**config.mk**
```make
export PLATFORM = sky130hd
export DESIGN_NAME = sdram_ctrl_top
export DESIGN_NICKNAME = d
export VERILOG_FILES = /design/src/hdl/sdram_pkg.sv /design/src/hdl/sdram_cmd_encoder.sv /design/src/hdl/sdram_ctrl_top.sv /design/src/hdl/sdram_datapath.sv /design/src/hdl/sdram_sequencer.sv
export VERILOG_INCLUDE_DIRS = /design/src /design/src/include
export SDC_FILE = /design/constraint.sdc
export NUM_CORES = 1
export LEC_CHECK = 0
export BUFFER_PORTS_ARGS = -buffer_cell sky130_fd_sc_hd__buf_2
export CORE_UTILIZATION = 48
export CTS_CLUSTER_SIZE = 30
export DETAILED_ROUTE_END_ITERATION = 10
export GPL_TIMING_DRIVEN = 0
export HOLD_SLACK_MARGIN = 0.03
export PLACE_DENSITY = 0.79
export REMOVE_ABC_BUFFERS = 1
export SETUP_SLACK_MARGIN = 0.3
export SYNTH_ARGS = -nofsm -noshare
export SYNTH_HDL_FRONTEND = slang
export SYNTH_SLANG_ARGS = --single-unit
```
**constraint.sdc**
```tcl
create_clock -name clk -period 1.9 [get_ports clk]
set_input_delay 0.19 -clock clk [delete_from_list [all_inputs] [get_ports clk]]
set_output_delay 0.19 -clock clk [all_outputs]
set_load 0.05 [all_outputs]
```
**src/include/sdram_consts.svh**
```systemverilog
// SDRAM controller constants
`ifndef SDRAM_CONSTS_SVH
`define SDRAM_CONSTS_SVH

// Bus widths
`define SDRAM_ADDR_W 25
`define SDRAM_DATA_W 16
`define SDRAM_ROW_W 13
`define SDRAM_BA_W 2
`define SDRAM_COL_W 10

// Host address layout is {bank, row, column}
`define SDRAM_BANK_LSB 23
`define SDRAM_ROW_LSB 10

// A10 selects auto-precharge on column commands, all banks on PRECHARGE
`define SDRAM_AP_BIT 10

// Single-location write, CAS latency 2, burst length 1
`define SDRAM_MODE_VALUE 13'b0_0010_0010_1000

// Idle cycles between auto-refreshes
`define SDRAM_REFRESH_IDLE_CYCLES 32

`define SDRAM_CAS_LATENCY 2

`endif

```
**src/hdl/sdram_pkg.sv**
```systemverilog
// SDRAM controller types

`include "sdram_consts.svh"

package sdram_pkg;

    typedef enum logic [4:0] {
        RESET_NOP0,
        RESET_PRECHARGE,
        RESET_REF0,
        RESET_NOP1,
        RESET_REF1,
        RESET_NOP2,
        RESET_LOAD,
        RESET_NOP3,
        READ_INITIAL,
        READ_ACTIVE,
        READ_CMD,
        READ_NOP,
        READ_DATA,
        WRITE_INITIAL,
        WRITE_ACTIVE,
        WRITE_CMD,
        WRITE_NOP,
        REFRESH_INITIAL,
        REFRESH_NOP0,
        REFRESH_AUTO,
        REFRESH_NOP1,
        REFRESH_NOP2,
        REFRESH_IDLE,
        IDLE
    } seq_state_e;

    typedef enum logic {
        OP_READ  = 1'b0,
        OP_WRITE = 1'b1
    } sdram_op_e;

    // Pin order is {cs_n, ras_n, cas_n, we_n}
    typedef enum logic [3:0] {
        CMD_LOAD_MODE = 4'b0000,
        CMD_REFRESH   = 4'b0001,
        CMD_PRECHARGE = 4'b0010,
        CMD_ACTIVE    = 4'b0011,
        CMD_WRITE     = 4'b0100,
        CMD_READ      = 4'b0101,
        CMD_NOP       = 4'b0111
    } sdram_cmd_e;

    typedef struct packed {
        sdram_op_e                 op;
        logic [`SDRAM_ADDR_W-1:0]  addr;
        logic [`SDRAM_DATA_W-1:0]  wdata;
    } host_req_t;

    typedef struct packed {
        sdram_cmd_e                cmd;
        logic [`SDRAM_BA_W-1:0]    ba;
        logic [`SDRAM_ROW_W-1:0]   addr;
        logic                      dqm;
    } sdram_bus_t;

endpackage

```
**src/hdl/sdram_cmd_encoder.sv**
```systemverilog
// SDRAM command encoder
`timescale 1ns/100ps

`include "sdram_consts.svh"

module sdram_cmd_encoder (
    input  sdram_pkg::seq_state_e state,
    input  sdram_pkg::host_req_t  lat_req,
    output sdram_pkg::sdram_bus_t sdram
);

    logic [`SDRAM_BA_W-1:0]  bank;
    logic [`SDRAM_ROW_W-1:0] row;
    logic [`SDRAM_COL_W-1:0] col;
    logic [`SDRAM_ROW_W-1:0] col_word;
    logic [`SDRAM_ROW_W-1:0] ap_word;

    assign bank = lat_req.addr[`SDRAM_BANK_LSB +: `SDRAM_BA_W];
    assign row  = lat_req.addr[`SDRAM_ROW_LSB +: `SDRAM_ROW_W];
    assign col  = lat_req.addr[`SDRAM_COL_W-1:0];

    // Column plus auto-precharge, upper pins held at zero
    always_comb begin
        col_word = '0;
        col_word[`SDRAM_COL_W-1:0] = col;
        col_word[`SDRAM_AP_BIT] = 1'b1;
    end

    always_comb begin
        ap_word = '0;
        ap_word[`SDRAM_AP_BIT] = 1'b1;
    end

    always_comb begin
        sdram.cmd  = sdram_pkg::CMD_NOP;
        sdram.ba   = '0;
        sdram.addr = '0;
        sdram.dqm  = 1'b1;

        case (state)
            sdram_pkg::RESET_PRECHARGE: begin
                sdram.cmd  = sdram_pkg::CMD_PRECHARGE;
                sdram.addr = ap_word;
            end
            sdram_pkg::RESET_REF0,
            sdram_pkg::RESET_REF1,
            sdram_pkg::REFRESH_AUTO: begin
                sdram.cmd = sdram_pkg::CMD_REFRESH;
            end
            sdram_pkg::RESET_LOAD: begin
                sdram.cmd  = sdram_pkg::CMD_LOAD_MODE;
                sdram.addr = `SDRAM_MODE_VALUE;
            end
            sdram_pkg::READ_ACTIVE,
            sdram_pkg::WRITE_ACTIVE: begin
                sdram.cmd  = sdram_pkg::CMD_ACTIVE;
                sdram.ba   = bank;
                sdram.addr = row;
                sdram.dqm  = 1'b0;
            end
            sdram_pkg::READ_CMD: begin
                sdram.cmd  = sdram_pkg::CMD_READ;
                sdram.ba   = bank;
                sdram.addr = col_word;
                sdram.dqm  = 1'b0;
            end
            sdram_pkg::WRITE_CMD: begin
                sdram.cmd  = sdram_pkg::CMD_WRITE;
                sdram.ba   = bank;
                sdram.addr = col_word;
                sdram.dqm  = 1'b0;
            end
            // Bytes stay enabled across the rest of an access
            sdram_pkg::READ_INITIAL,
            sdram_pkg::READ_NOP,
            sdram_pkg::READ_DATA,
            sdram_pkg::WRITE_INITIAL,
            sdram_pkg::WRITE_NOP: begin
                sdram.dqm = 1'b0;
            end
            default: begin
                sdram.cmd = sdram_pkg::CMD_NOP;
            end
        endcase
    end

endmodule

```
**src/hdl/sdram_ctrl_top.sv**
```systemverilog
// SDRAM controller top level
`timescale 1ns/100ps

`include "sdram_consts.svh"

module sdram_ctrl_top (
    input  logic                      clk,
    input  logic                      rst,
    input  logic                      req_valid,
    input  sdram_pkg::host_req_t      req,
    output logic                      ready,
    output logic                      done,
    output logic [`SDRAM_DATA_W-1:0]  rd_data,
    output sdram_pkg::sdram_bus_t     sdram,
    output logic [`SDRAM_DATA_W-1:0]  dq_out,
    output logic                      dq_oe,
    input  logic [`SDRAM_DATA_W-1:0]  dq_in
);

    sdram_pkg::seq_state_e state;
    sdram_pkg::host_req_t  lat_req;
    logic                  accept;

    sdram_sequencer u_sequencer (
        .clk       (clk),
        .rst       (rst),
        .req_valid (req_valid),
        .op        (req.op),
        .state     (state),
        .accept    (accept),
        .ready     (ready),
        .done      (done)
    );

    sdram_cmd_encoder u_cmd_encoder (
        .state   (state),
        .lat_req (lat_req),
        .sdram   (sdram)
    );

    sdram_datapath u_datapath (
        .clk     (clk),
        .rst     (rst),
        .accept  (accept),
        .req     (req),
        .state   (state),
        .dq_in   (dq_in),
        .lat_req (lat_req),
        .dq_out  (dq_out),
        .dq_oe   (dq_oe),
        .rd_data (rd_data)
    );

endmodule

```
**src/hdl/sdram_datapath.sv**
```systemverilog
// SDRAM request latch and data path
`timescale 1ns/100ps

`include "sdram_consts.svh"

module sdram_datapath (
    input  logic                      clk,
    input  logic                      rst,
    input  logic                      accept,
    input  sdram_pkg::host_req_t      req,
    input  sdram_pkg::seq_state_e     state,
    input  logic [`SDRAM_DATA_W-1:0]  dq_in,
    output sdram_pkg::host_req_t      lat_req,
    output logic [`SDRAM_DATA_W-1:0]  dq_out,
    output logic                      dq_oe,
    output logic [`SDRAM_DATA_W-1:0]  rd_data
);

    // Request held for the whole access
    always_ff @(posedge clk) begin
        if (rst) begin
            lat_req <= '0;
        end else if (accept) begin
            lat_req <= req;
        end
    end

    // Write data is on the bus only with the WRITE command
    assign dq_out = lat_req.wdata;
    assign dq_oe  = (state == sdram_pkg::WRITE_CMD);

    // CAS latency 2 puts the read word on dq_in in READ_DATA
    assign rd_data = dq_in;

endmodule

```
**src/hdl/sdram_sequencer.sv**
```systemverilog
// SDRAM command sequencer
`timescale 1ns/100ps

`include "sdram_consts.svh"

module sdram_sequencer (
    input  logic                  clk,
    input  logic                  rst,
    input  logic                  req_valid,
    input  sdram_pkg::sdram_op_e  op,
    output sdram_pkg::seq_state_e state,
    output logic                  accept,
    output logic                  ready,
    output logic                  done
);

    localparam int REF_W = $clog2(`SDRAM_REFRESH_IDLE_CYCLES + 1);

    sdram_pkg::seq_state_e next_state;
    logic [REF_W-1:0]      refresh_count;
    logic                  refresh_due;
    logic                  init_wait;

    assign refresh_due = (refresh_count == '0);

    always_ff @(posedge clk) begin
        if (rst) begin
            state         <= sdram_pkg::RESET_NOP0;
            init_wait     <= 1'b1;
            refresh_count <= REF_W'(`SDRAM_REFRESH_IDLE_CYCLES);
        end else begin
            state     <= next_state;
            init_wait <= 1'b0;
            // Count down only while sitting in IDLE
            if (state != sdram_pkg::IDLE) begin
                refresh_count <= REF_W'(`SDRAM_REFRESH_IDLE_CYCLES);
            end else if (!refresh_due) begin
                refresh_count <= refresh_count - 1'b1;
            end
        end
    end

    always_comb begin
        next_state = state;
        case (state)
            // Extra power-up NOP before the precharge-all
            sdram_pkg::RESET_NOP0: begin
                next_state = init_wait ? sdram_pkg::RESET_NOP0
                                       : sdram_pkg::RESET_PRECHARGE;
            end
            sdram_pkg::RESET_PRECHARGE: next_state = sdram_pkg::RESET_REF0;
            sdram_pkg::RESET_REF0:      next_state = sdram_pkg::RESET_NOP1;
            sdram_pkg::RESET_NOP1:      next_state = sdram_pkg::RESET_REF1;
            sdram_pkg::RESET_REF1:      next_state = sdram_pkg::RESET_NOP2;
            sdram_pkg::RESET_NOP2:      next_state = sdram_pkg::RESET_LOAD;
            sdram_pkg::RESET_LOAD:      next_state = sdram_pkg::RESET_NOP3;
            sdram_pkg::RESET_NOP3:      next_state = sdram_pkg::IDLE;

            sdram_pkg::READ_INITIAL:    next_state = sdram_pkg::READ_ACTIVE;
            sdram_pkg::READ_ACTIVE:     next_state = sdram_pkg::READ_CMD;
            sdram_pkg::READ_CMD:        next_state = sdram_pkg::READ_NOP;
            sdram_pkg::READ_NOP:        next_state = sdram_pkg::READ_DATA;
            sdram_pkg::READ_DATA:       next_state = sdram_pkg::IDLE;

            sdram_pkg::WRITE_INITIAL:   next_state = sdram_pkg::WRITE_ACTIVE;
            sdram_pkg::WRITE_ACTIVE:    next_state = sdram_pkg::WRITE_CMD;
            sdram_pkg::WRITE_CMD:       next_state = sdram_pkg::WRITE_NOP;
            sdram_pkg::WRITE_NOP:       next_state = sdram_pkg::IDLE;

            sdram_pkg::REFRESH_INITIAL: next_state = sdram_pkg::REFRESH_NOP0;
            sdram_pkg::REFRESH_NOP0:    next_state = sdram_pkg::REFRESH_AUTO;
            sdram_pkg::REFRESH_AUTO:    next_state = sdram_pkg::REFRESH_NOP1;
            sdram_pkg::REFRESH_NOP1:    next_state = sdram_pkg::REFRESH_NOP2;
            sdram_pkg::REFRESH_NOP2:    next_state = sdram_pkg::REFRESH_IDLE;
            sdram_pkg::REFRESH_IDLE:    next_state = sdram_pkg::IDLE;

            // Host request wins over a due refresh
            sdram_pkg::IDLE: begin
                if (req_valid) begin
                    if (op == sdram_pkg::OP_WRITE) begin
                        next_state = sdram_pkg::WRITE_INITIAL;
                    end else begin
                        next_state = sdram_pkg::READ_INITIAL;
                    end
                end else if (refresh_due) begin
                    next_state = sdram_pkg::REFRESH_INITIAL;
                end
            end

            default: next_state = sdram_pkg::RESET_NOP0;
        endcase
    end

    assign ready  = (state == sdram_pkg::IDLE);
    assign accept = req_valid && (state == sdram_pkg::IDLE);
    assign done   = (state == sdram_pkg::READ_DATA) || (state == sdram_pkg::WRITE_NOP);

endmodule

```
==> parameters.txt, run 1 <==
Parameter                              Value

CTS
  Number of buffers added to fix hold violations after cts ... 0
  Cell at the root of the clock tree ... sky130_fd_sc_hd__clkbuf_8
  Number of clock buffers inserted by TritonCTS ... 5
  Clock input transition at the sequential cells of the worst setup and hold paths ... 0.10 ns
  Clock tree sinks ... 53
  Insertion delay of the later-clocked pin in the worst-skew pair ... 0.31 ns
  Depth of the CTS H-tree ... 2
  Number of buffers on the longest clock path ... 2
  TritonCTS clock tree ... built

Critical path
  Worst setup path startpoint ... u_sequencer.state[0]
  Critical path type ... reg -> out
  End point of the critical path ... sdram[3]
  Setup crit end kind ... primary output
  Worst EP arrival ... 1.86 ns
  Req. time, crit path ... 1.71 ns
  Setup slack of the most critical reg-to-reg path ... 0.25 ns
  Depth of the worst register-to-register path ... 7
  R2r endpoint ... u_sequencer.state[0]
  Top fanout value on the critical path ... 6
  Worst reg2reg startpoint ... u_sequencer.state[0]
  Kind of start point of the critical path ... flip-flop

Placed design
  Post-placement cell count ... 446
  Post-place setup slack ... -0.803 ns
  Port Buffer Count ... 82
  Post-DP HPWL ... 3.73 mm
  Placer Congestion ... 0.804
  Placed Area ... 0.00283 mm²

Outcome
  Run status ... complete, but fails checks
  Failing checks ... negative setup slack

Layout
  Final instance count without filler cells ... 508
  Nets@finish ... 499
  Post-route standard cell area excluding fillers ... 0.00378 mm²
  Area of all sequential standard cells ... 0.00108 mm²
  Total area of multi-input combinational cells ... 0.00148 mm²
  Fillers ... 375
  Fraction of final layout cells sized beyond drive strength 1 ... 0.422
  Synthesis-to-layout area growth ... 39.7%
  Diodes inserted ... 0

Floorplanning
  Die W ... 77.1 µm
  Top Ports ... 116
  Area of the core ... 0.00527 mm²
  Starting utilization of the core area ... 0.514
  Overall die area ... 0.00594 mm²
  Die Y ... 77.1 µm
  Row cnt ... 26

Timing
  Final critical-path required period ... 2.05 ns
  Setup repair after global routing missed its margin ... yes
  Fmax ... 489 MHz
  Max-slew violation total from the final report ... 0
  Final worst-path cycle share ... 1.08
  Number of hold violations in the final report ... 0
  Transition time at the pin with the least slew margin ... 0.994 ns
  Final-report setup violation count ... 14
  Slack of the critical path ... -0.146 ns
  Slew Limit Headroom ... 0.338
  Final clock skew ... 0.00524 ns

Drt
  Drc violations ... 0
  Amount of wire on met2 after detailed routing ... 4.12 mm
  Routed wire length ... 9.14 mm
  Detailed Routing Iterations Pass 1 ... 5
  Vias per std cell ... 5.78
  Highest routed layer ... met4
  Violation count after the first detailed-routing iteration ... 334
  Via count ... 2934
  Sum of met3 wire segment lengths after detailed routing ... 960 µm
  Number of nets still failing antenna checks after routing ... 0
  Routed metal-1 wire length ... 3.76 mm
  Mean routed wirelength per cell ... 18.0 µm

Power
  Leakage power summed over all cells ... 1.55 nW
  Power per cell area ... 702 mW/mm²
  Clk pwr share ... 0.244
  Peak VDD IR ... 0.511 mV
  Gate power share ... 0.319
  Power share of the sequential group ... 0.437
  P_sw ... 0.000879 W
  Internal portion of total power ... 0.00178 W
  Switching power as a share of total power ... 0.331

Global routing
  GR Overflow Total ... 0
  Initial antenna violation count ... 0
  Largest net degree at the start of global routing ... 53
  Via count of the first global-routing pass ... 2636
  GR Util All Layers ... 0.257
  First-pass GRT wire length ... 12.3 mm

Synth
  List of most frequent post-synthesis cells ... sky130_fd_sc_hd__nand2_1 (93), sky130_fd_sc_hd__dfxtp_1 (53), sky130_fd_sc_hd__a21oi_1 (47)
  Share of flip-flops with an asynchronous set or reset ... 0
  Netlist Area Pre-Place ... 0.00271 mm²
  Leading cell types by total area after synthesis ... sky130_fd_sc_hd__dfxtp_1 (39%), sky130_fd_sc_hd__nand2_1 (13%), sky130_fd_sc_hd__buf_4 (9.4%)
  Most frequent cell after synthesis ... sky130_fd_sc_hd__nand2_1
  Number of flops mapped to enable cells by yosys ... 0
  Flip-flop and latch count after synthesis ... 53
  Main flop type after synthesis ... sky130_fd_sc_hd__dfxtp_1
  Gate Count Post-Synth ... 354
  Sequential area share after synthesis ... 0.392
  Number of library cell types mapped by synthesis ... 44
  Share of Yosys cell area claimed by the top area cell type ... 0.392
  Dominant cell type by area after synthesis ... sky130_fd_sc_hd__dfxtp_1
  Avg Synthesized Cell Area ... 7.65 µm²
  Number of warnings printed during yosys synthesis ... 0

Run
  Max-capacitance violation count ... 0

Min path
  Class of the tightest hold or removal check ... in -> reg
==> kinds of logic after synthesis <==
group                    synth area share
XOR/XNOR                           0.0129
flip-flops                          0.392
adder cells (fa/ha/maj)           0.00462
AND/OR/NAND/NOR                     0.250
AO/OA/AOI/OAI                       0.190
other                             0.00139
buffers and inverters               0.149
==> worst min path at each step <==
stage                            endpoint     start  cells past startpoint
floorplan           u_sequencer.init_wait       rst                      0
global placement               rd_data[0]  dq_in[0]                      0
detailed placement             rd_data[0]  dq_in[0]                      0
CTS                 u_datapath.dq_out[14]   req[14]                      3
global route        u_datapath.dq_out[12]   req[12]                      3
finish               u_datapath.dq_out[9]    req[9]                      3
==> cell usage in the layout (no fill, tap or decap), drive strengths merged, types with 2 or more instances in the layout <==
cell type,count
nor3,9
o21ai,11
a221oi,2
nand3b,2
a221o,3
nand3,3
nor2,16
a21o,2
a22o,7
a21oi,48
buf,127
nor2b,10
or2,6
nand2b,4
nand2,93
o32ai,2
inv,6
dfxtp,53
clkbuf,7
and2,4
xnor2,3
or3b,2
==> repair_timing <==
item | 4_1_cts | 5_1_grt
setup buffers | 28 | 17
resized for setup | 88 | 37
cloned | 3 | 6
hold endpoints to repair | 0 | 0
endpoints found under the setup margin | 67 | 60
pin swaps | 11 | 25
==> power groups by stage <==
| stage | clock, W | combinational (W) | sequential (W) |
|---|---|---|---|
| finish | 0.000646 | 0.000848 | 0.00116 |
| detailed placement | 0 | 0.000403 | 0.00123 |
| global placement | 0 | 0.000400 | 0.00123 |
| CTS | 0.000643 | 0.000668 | 0.00115 |
| floorplan | 0 | 0.000288 | 0.00121 |
| global route | 0.000688 | 0.000874 | 0.00116 |
==> final cells by class <==
cell class	instances	area share
clock buffer	6	0.0192
clock inverter	2	0.00364
inverter	5	0.00497
multi-input combinational	244	0.392
sequential	53	0.286
tap	70	0.0232
timing repair buffer	128	0.271
==> through the flow <==
step / TNS, ns / total power (W) / hold slack (ns) / util
3_5_place_dp: -17.76 / 0.00164 / 0.381 / 0.536
2_1_floorplan: -24.23 / 0.00150 / 0.218 / -
6_report: -1.62 / 0.00265 / 0.114 / 0.717
4_1_cts: -0.448 / 0.00246 / 0.112 / 0.650
5_1_grt: -2.15 / 0.00272 / 0.115 / 0.717
3_3_place_gp: -66.34 / 0.00163 / 0.381 / 0.535
==> state kept, by name, summed over array words and instances (netlist names) <==
| name | flops |
|---|---|
| u_sequencer.state | 5 |
| u_datapath.lat_req | 25 |
| u_sequencer.refresh_count | 6 |
| u_datapath.dq_out | 16 |
| u_sequencer.init_wait | 1 |
==> critical path: stages (launching register included) <==
cell and delay, ns:
sky130_fd_sc_hd__dfxtp_4 0.39, sky130_fd_sc_hd__or3b_4 0.41, sky130_fd_sc_hd__a21oi_4 0.22, sky130_fd_sc_hd__clkbuf_16 0.19, sky130_fd_sc_hd__a22o_1 0.16, sky130_fd_sc_hd__buf_6 0.17
==> routing by layer <==
metal,track usage,vias up
met5,0,-
met4,0.0830,0
met3,0.0679,41
met2,0.411,231
met1,0.335,1340
li1,-,1322
(Power assumes the default switching activity.)
==> run 2, diff against run 1 <==
--- a/config.mk
+++ b/config.mk
@@ -10,7 +10,6 @@
 export CORE_UTILIZATION = 48
 export CTS_CLUSTER_SIZE = 30
 export DETAILED_ROUTE_END_ITERATION = 10
-export GPL_TIMING_DRIVEN = 0
 export HOLD_SLACK_MARGIN = 0.03
 export PLACE_DENSITY = 0.79
 export REMOVE_ABC_BUFFERS = 1
==> run 2 against run 1 <==
Compared with the run above: the flow still finishes with violations (negative setup slack); worst setup slack improved by 0.13 ns; clock power increased by 2%; wire length decreased by 30%; sequential share of layout area increased by 3.6 points.
==> parameters.txt, run 2 (synthesized netlist as in run 1, its figures left out) <==
Parameter                              Value

Critical path
  R2r endpoint ... u_sequencer.state[2]
  End point of the critical path ... sdram[15]
  Top fanout value on the critical path ... 10 (+4)
  Req. time, crit path ... 1.71 ns (about the same)
  Critical path type ... reg -> out
  Setup slack of the most critical reg-to-reg path ... 0.23 ns (-0.02 ns)
  Depth of the worst register-to-register path ... 7 (unchanged)
  Worst setup path startpoint ... u_sequencer.state[0]
  Kind of start point of the critical path ... flip-flop
  Worst reg2reg startpoint ... u_sequencer.state[2]
  Worst EP arrival ... 1.73 ns (-0.13 ns)
  Setup crit end kind ... primary output

Floorplanning
  Overall die area ... 0.00594 mm² (unchanged)
  Top Ports ... 116 (unchanged)
  Area of the core ... 0.00527 mm² (unchanged)
  Die Y ... 77.1 µm (unchanged)
  Die W ... 77.1 µm (unchanged)
  Starting utilization of the core area ... 0.514 (unchanged)
  Row cnt ... 26 (unchanged)

Timing
  Fmax ... 522 MHz (+6.7%)
  Slack of the critical path ... -0.0168 ns (+0.129 ns)
  Setup repair after global routing missed its margin ... yes
  Setup tns final ... -0.0440 ns (+1.58 ns)
  Final critical-path required period ... 1.92 ns (-0.129 ns)
  Final clock skew ... 0.00379 ns (-0.00145 ns)
  Final-report setup violation count ... 4 (-10)
  Slew Limit Headroom ... 0.648 (+0.310)
  Final worst-path cycle share ... 1.01 (-0.0680)
  Transition time at the pin with the least slew margin ... 0.528 ns (-0.466 ns)
  Number of hold violations in the final report ... 0 (unchanged)
  Max-slew violation total from the final report ... 0 (unchanged)

Min path
  Class of the tightest hold or removal check ... in -> reg
  Beginning of the worst hold path ... req[23]

Drt
  Number of nets still failing antenna checks after routing ... 0 (unchanged)
  Violation count after the first detailed-routing iteration ... 170 (-49%)
  Drc violations ... 0 (unchanged)
  Via count ... 2447 (-17%)
  Routed wire length ... 6.41 mm (-30%)
  Vias per std cell ... 5.18 (-10%)
  Mean routed wirelength per cell ... 13.6 µm (-25%)
  Detailed Routing Iterations Pass 1 ... 4 (-1)

CTS
  Cell at the root of the clock tree ... sky130_fd_sc_hd__clkbuf_8
  Number of buffers on the longest clock path ... 2 (unchanged)
  Insertion delay of the later-clocked pin in the worst-skew pair ... 0.30 ns (about the same)
  Depth of the CTS H-tree ... 2 (unchanged)
  Clock tree sinks ... 53 (unchanged)
  Clock input transition at the sequential cells of the worst setup and hold paths ... 0.09 ns (about the same)
  Number of clock buffers inserted by TritonCTS ... 5 (unchanged)
  TritonCTS clock tree ... built

Power
  Leakage power summed over all cells ... 1.35 nW (-13%)
  Peak VDD IR ... 0.545 mV (+6.6%)
  Final Total Pwr ... 0.00246 W (-7.4%)
  Power per cell area ... 738 mW/mm² (+5.1%)

Placed design
  Placer Congestion ... 0.812 (+0.99%)
  Post-DP HPWL ... 4.08 mm (+9.4%)
  Placed Area ... 0.00291 mm² (+3.1%)
  Port Buffer Count ... 82 (unchanged)

Layout
  Most common library cell in the layout ignoring fill and taps ... sky130_fd_sc_hd__nand2_1
  Commonest cells after routing, fill and taps aside ... sky130_fd_sc_hd__nand2_1 (92), sky130_fd_sc_hd__buf_2 (61), sky130_fd_sc_hd__dfxtp_1 (48)
  Diodes inserted ... 0 (unchanged)
  Area of all sequential standard cells ... 0.00107 mm² (-0.70%)
  Synthesis-to-layout area growth ... 23.1%
  Total area of multi-input combinational cells ... 0.00134 mm² (-9.4%)
  Nets@finish ... 463 (-7.2%)
  Fraction of final layout cells sized beyond drive strength 1 ... 0.341 (-0.0816)
  Post-route standard cell area excluding fillers ... 0.00333 mm² (-12%)
  Fillers ... 465 (+24%)
  Flip-flop count of the largest register, all copies and words added ... 25 (unchanged)
  Reg with most FFs ... u_datapath.lat_req

Global routing
  Initial antenna violation count ... 0 (unchanged)
  GR Util All Layers ... 0.212 (-0.0445)
  First-pass GRT wire length ... 10.2 mm (-17%)
  Via count of the first global-routing pass ... 2219 (-16%)
  GR Overflow Total ... 0 (unchanged)
  Largest net degree at the start of global routing ... 42 (-21%)

Run
  Max-capacitance violation count ... 0 (unchanged)

Outcome
  Run status ... complete, but fails checks
  Failing checks ... negative setup slack
## run 2: cell type report
type / count / share of cell area
multi-input cells: 236 / 0.403
clock buffers: 6 / 0.0248
well taps: 70 / 0.0263
flip-flops and latches: 53 / 0.322
inverters: 5 / 0.00563
repair buffers: 100 / 0.214
clock inverters: 2 / 0.00413
## run 2: worst min path at each step
stage | end | cells after the start
after floorplan | u_sequencer.init_wait | 0
after global placement | rd_data[0] | 0
after detailed placement | rd_data[0] | 0
after CTS | u_datapath.dq_out[1] | 3
after global routing | u_datapath.dq_out[1] | 3
final | u_datapath.lat_req[23] | 3
## run 2: routing by layer
metal,share of wire,routed length (µm),up-vias,track usage
li1,-,-,1238,-
met5,0,0,-,0
met3,0.077,492,8,0.0833
met2,0.47,3010,93,0.336
met4,0.012,77,0,0.0623
met1,0.44,2830,1108,0.266
## run 2: worst max-delay path: stages, from the launching register on
cell	delay, ns
sky130_fd_sc_hd__dfxtp_2	0.36
sky130_fd_sc_hd__or3b_4	0.40
sky130_fd_sc_hd__a21oi_4	0.17
sky130_fd_sc_hd__buf_12	0.14
sky130_fd_sc_hd__nor2_2	0.04
sky130_fd_sc_hd__nor2b_1	0.13
sky130_fd_sc_hd__buf_6	0.17
## run 2: through the flow
stage | setup slack, ns | util | hold WS [ns] | cells
floorplan | -0.509 | - | 0.218 | 294
global placement | 0.103 | 0.553 | 0.381 | 456
detailed placement | 0.0723 | 0.553 | 0.381 | 456
CTS | -0.0437 | 0.620 | 0.115 | 470
global route | -0.105 | 0.632 | 0.103 | 472
finish | -0.0168 | 0.632 | 0.120 | 472
## run 2: where the power goes
part	leakage (nW)	total (W)	switching, W	internal [W]
logic	0.873	0.000653	0.000383	0.000270
registers	0.430	0.00115	0.0000201	0.00113
clock network	0.0512	0.000657	0.000361	0.000296
## run 2: what timing repair did
action,in CTS,in global routing
setup buffers,6,2
pin swaps,2,3
hold buffers,0,0
gates resized for setup,63,14
setup endpoints to repair,64,21
gates cloned,0,0
==> run 3, diff against run 2 <==
--- a/config.mk
+++ b/config.mk
@@ -6,12 +6,12 @@
 export SDC_FILE = /design/constraint.sdc
 export NUM_CORES = 1
 export LEC_CHECK = 0
-export BUFFER_PORTS_ARGS = -buffer_cell sky130_fd_sc_hd__buf_2
-export CORE_UTILIZATION = 48
+export CORE_UTILIZATION = 50
 export CTS_CLUSTER_SIZE = 30
 export DETAILED_ROUTE_END_ITERATION = 10
+export DONT_BUFFER_PORTS = 1
 export HOLD_SLACK_MARGIN = 0.03
-export PLACE_DENSITY = 0.79
+export PLACE_DENSITY = 0.64
 export REMOVE_ABC_BUFFERS = 1
 export SETUP_SLACK_MARGIN = 0.3
 export SYNTH_ARGS = -nofsm -noshare
==> run 3 against run 2 <==
Compared with the run above: the flow still finishes with violations (negative setup slack); power grew 7.3%; wire length increased by 29%; final cell count is 0.85% lower; via count rose by 5.9%; register-to-register slack worse by 0.02 ns; design area up 18%; sequential power about the same; largest cell class unchanged; highest routed layer unchanged.
==> parameters.txt, run 3 (synthesized netlist as in run 1, its figures left out) <==
Parameter                              Value

Outcome
  Run status ... complete, but fails checks
  Failing checks ... negative setup slack

Run
  Max-capacitance violation count ... 0 (unchanged)

Layout
  Commonest cells after routing, fill and taps aside ... sky130_fd_sc_hd__nand2_1 (91), sky130_fd_sc_hd__dfxtp_1 (48), sky130_fd_sc_hd__a21oi_1 (45)
  Post-route standard cell area excluding fillers ... 0.00392 mm² (+18%)
  Diodes inserted ... 0 (unchanged)
  Reg with most FFs ... u_datapath.lat_req
  Synthesis-to-layout area growth ... 44.8%
  Flip-flop count of the largest register, all copies and words added ... 25 (unchanged)
  Fillers ... 351 (-25%)
  Fraction of final layout cells sized beyond drive strength 1 ... 0.286 (-0.0544)
  Nets@finish ... 459 (-0.86%)
  Most common library cell in the layout ignoring fill and taps ... sky130_fd_sc_hd__nand2_1

Timing
  Number of hold violations in the final report ... 0 (unchanged)
  Final worst-path cycle share ... 1.05 (+0.0376)
  Final-report setup violation count ... 15 (+11)
  Final critical-path required period ... 1.99 ns (+0.0714 ns)
  Setup repair after global routing missed its margin ... yes
  Final clock skew ... 0.00414 ns (+0.000353 ns)
  Worst hold slack after final layout ... 0.0457 ns (-0.0746 ns)
  Transition time at the pin with the least slew margin ... 0.525 ns (-0.00323 ns)
  Max-slew violation total from the final report ... 0 (unchanged)
  Slack of the critical path ... -0.0882 ns (-0.0714 ns)
  Slew Limit Headroom ... 0.648 (about the same)
  Fmax ... 503 MHz (-3.6%)

Critical path
  Worst setup path startpoint ... u_sequencer.state[0]
  Worst reg2reg startpoint ... u_sequencer.state[2]
  Worst EP arrival ... 1.80 ns (+0.07 ns)
  Setup crit end kind ... primary output
  Top fanout value on the critical path ... 7 (-3)
  Critical path type ... reg -> out
  Kind of start point of the critical path ... flip-flop
  Req. time, crit path ... 1.71 ns (about the same)

Drt
  Mean routed wirelength per cell ... 17.7 µm (+30%)
  Violation count after the first detailed-routing iteration ... 132 (-22%)
  Detailed Routing Iterations Pass 1 ... 4 (unchanged)
  Number of nets still failing antenna checks after routing ... 0 (unchanged)
  Drc violations ... 0 (unchanged)
  Routed wire length ... 8.29 mm (+29%)
  Via count ... 2592 (+5.9%)
  Vias per std cell ... 5.54 (+6.8%)

Global routing
  Initial antenna violation count ... 0 (unchanged)
  GR Util All Layers ... 0.258 (+0.0455)
  First-pass GRT wire length ... 11.2 mm (+9.6%)
  Via count of the first global-routing pass ... 2493 (+12%)
  Largest net degree at the start of global routing ... 50 (+19%)
  GR Overflow Total ... 0 (unchanged)

CTS
  Depth of the CTS H-tree ... 2 (unchanged)
  Clock input transition at the sequential cells of the worst setup and hold paths ... 0.10 ns (about the same)
  Number of clock buffers inserted by TritonCTS ... 5 (unchanged)
  Clock tree sinks ... 53 (unchanged)
  Number of buffers on the longest clock path ... 2 (unchanged)
  Insertion delay of the later-clocked pin in the worst-skew pair ... 0.30 ns (about the same)
  TritonCTS clock tree ... built
  Cell at the root of the clock tree ... sky130_fd_sc_hd__clkbuf_8

Placed design
  Port Buffer Count ... 0 (-100%)
  Placer Congestion ... 0.756 (-6.9%)
  Post-DP HPWL ... 3.95 mm (-3.2%)
  Post-place setup slack ... 0.0565 ns (-0.0158 ns)
  Placed Area ... 0.00279 mm² (-4.2%)

Min path
  Beginning of the worst hold path ... req[32]
  Class of the tightest hold or removal check ... in -> reg

Floorplanning
  Row cnt ... 26 (unchanged)
  Overall die area ... 0.00571 mm² (-3.9%)
  Top Ports ... 116 (unchanged)
  Die Y ... 75.6 µm (-2.0%)
  Starting utilization of the core area ... 0.523 (+0.00969)
  Area of the core ... 0.00517 mm² (-1.9%)
  Die W ... 75.6 µm (-2.0%)

Power
  Leakage power summed over all cells ... 1.44 nW (+6.4%)
  Final Total Pwr ... 0.00264 W (+7.3%)
  Power per cell area ... 673 mW/mm² (-8.8%)
  Peak VDD IR ... 0.513 mV (-5.9%)
run 3: cell types whose count changed in the layout (fill, tap and decap cells not counted), moves of 6 or more:
cell                            delta
sky130_fd_sc_hd__buf_2            -61
sky130_fd_sc_hd__buf_12           +13
sky130_fd_sc_hd__dlygate4sd3_1    +41
sky130_fd_sc_hd__buf_8             +6
run 3: repair_timing:
item	in CTS	in global routing
endpoints found under the hold margin	50	0
resized for setup	73	32
cloned	0	2
pin swaps	21	9
hold buffers	42	0
buffers inserted	15	8
setup endpoints to repair	64	50
run 3: worst max-delay path, stage by stage, from the launching register on:
cell and delay, ns:
sky130_fd_sc_hd__dfxtp_4 0.39, sky130_fd_sc_hd__or3b_4 0.41, sky130_fd_sc_hd__a21oi_4 0.18, sky130_fd_sc_hd__buf_6 0.16, sky130_fd_sc_hd__a22o_1 0.19, sky130_fd_sc_hd__buf_12 0.15
run 3: worst paths after layout:
path / endpoint / slack (ns) / cells after the start
setup / recovery: sdram[1] / -0.09 / 5
hold / removal: u_datapath.lat_req[32] / 0.05 / 2
setup reg to reg: u_sequencer.state[0] / 0.21 / 5
hold reg to reg: u_datapath.lat_req[37] / 0.46 / 2
run 3: cell type report:
| class | instances | area, µm² | area share |
|---|---|---|---|
| Multi-Input combinational cell | 237 | 1490 | 0.381 |
| Timing Repair Buffer | 95 | 1140 | 0.292 |
| Sequential cell | 53 | 1080 | 0.275 |
| Tap cell | 70 | 87.6 | 0.0223 |
| Clock buffer | 5 | 68.8 | 0.0176 |
| Clock inverter | 3 | 26.3 | 0.00670 |
| Inverter | 5 | 21.3 | 0.00543 |
run 3: per-stage QoR:
step	utilization	TNS, ns	std cells
after detailed placement	0.540	0	393
after floorplan	-	-24.23	294
after global routing	0.758	-1.57	468
after global placement	0.540	0	393
final	0.758	-0.717	468
after CTS	0.715	-0.516	458
run 3: where the power goes:
group / leakage, nW / internal (W) / switching [W]
sequential: 0.431 / 0.00113 / 0.0000262
clock: 0.0423 / 0.000269 / 0.000388
combinational: 0.968 / 0.000365 / 0.000460
run 3: layer usage:
| metal | vias up | global-route usage | routed length [µm] |
|---|---|---|---|
| met4 | 0 | 0.0802 | 222 |
| met3 | 19 | 0.0873 | 550 |
| li1 | 1230 | - | - |
| met2 | 115 | 0.450 | 4240 |
| met1 | 1228 | 0.298 | 3280 |
| met5 | - | 0 | 0 |
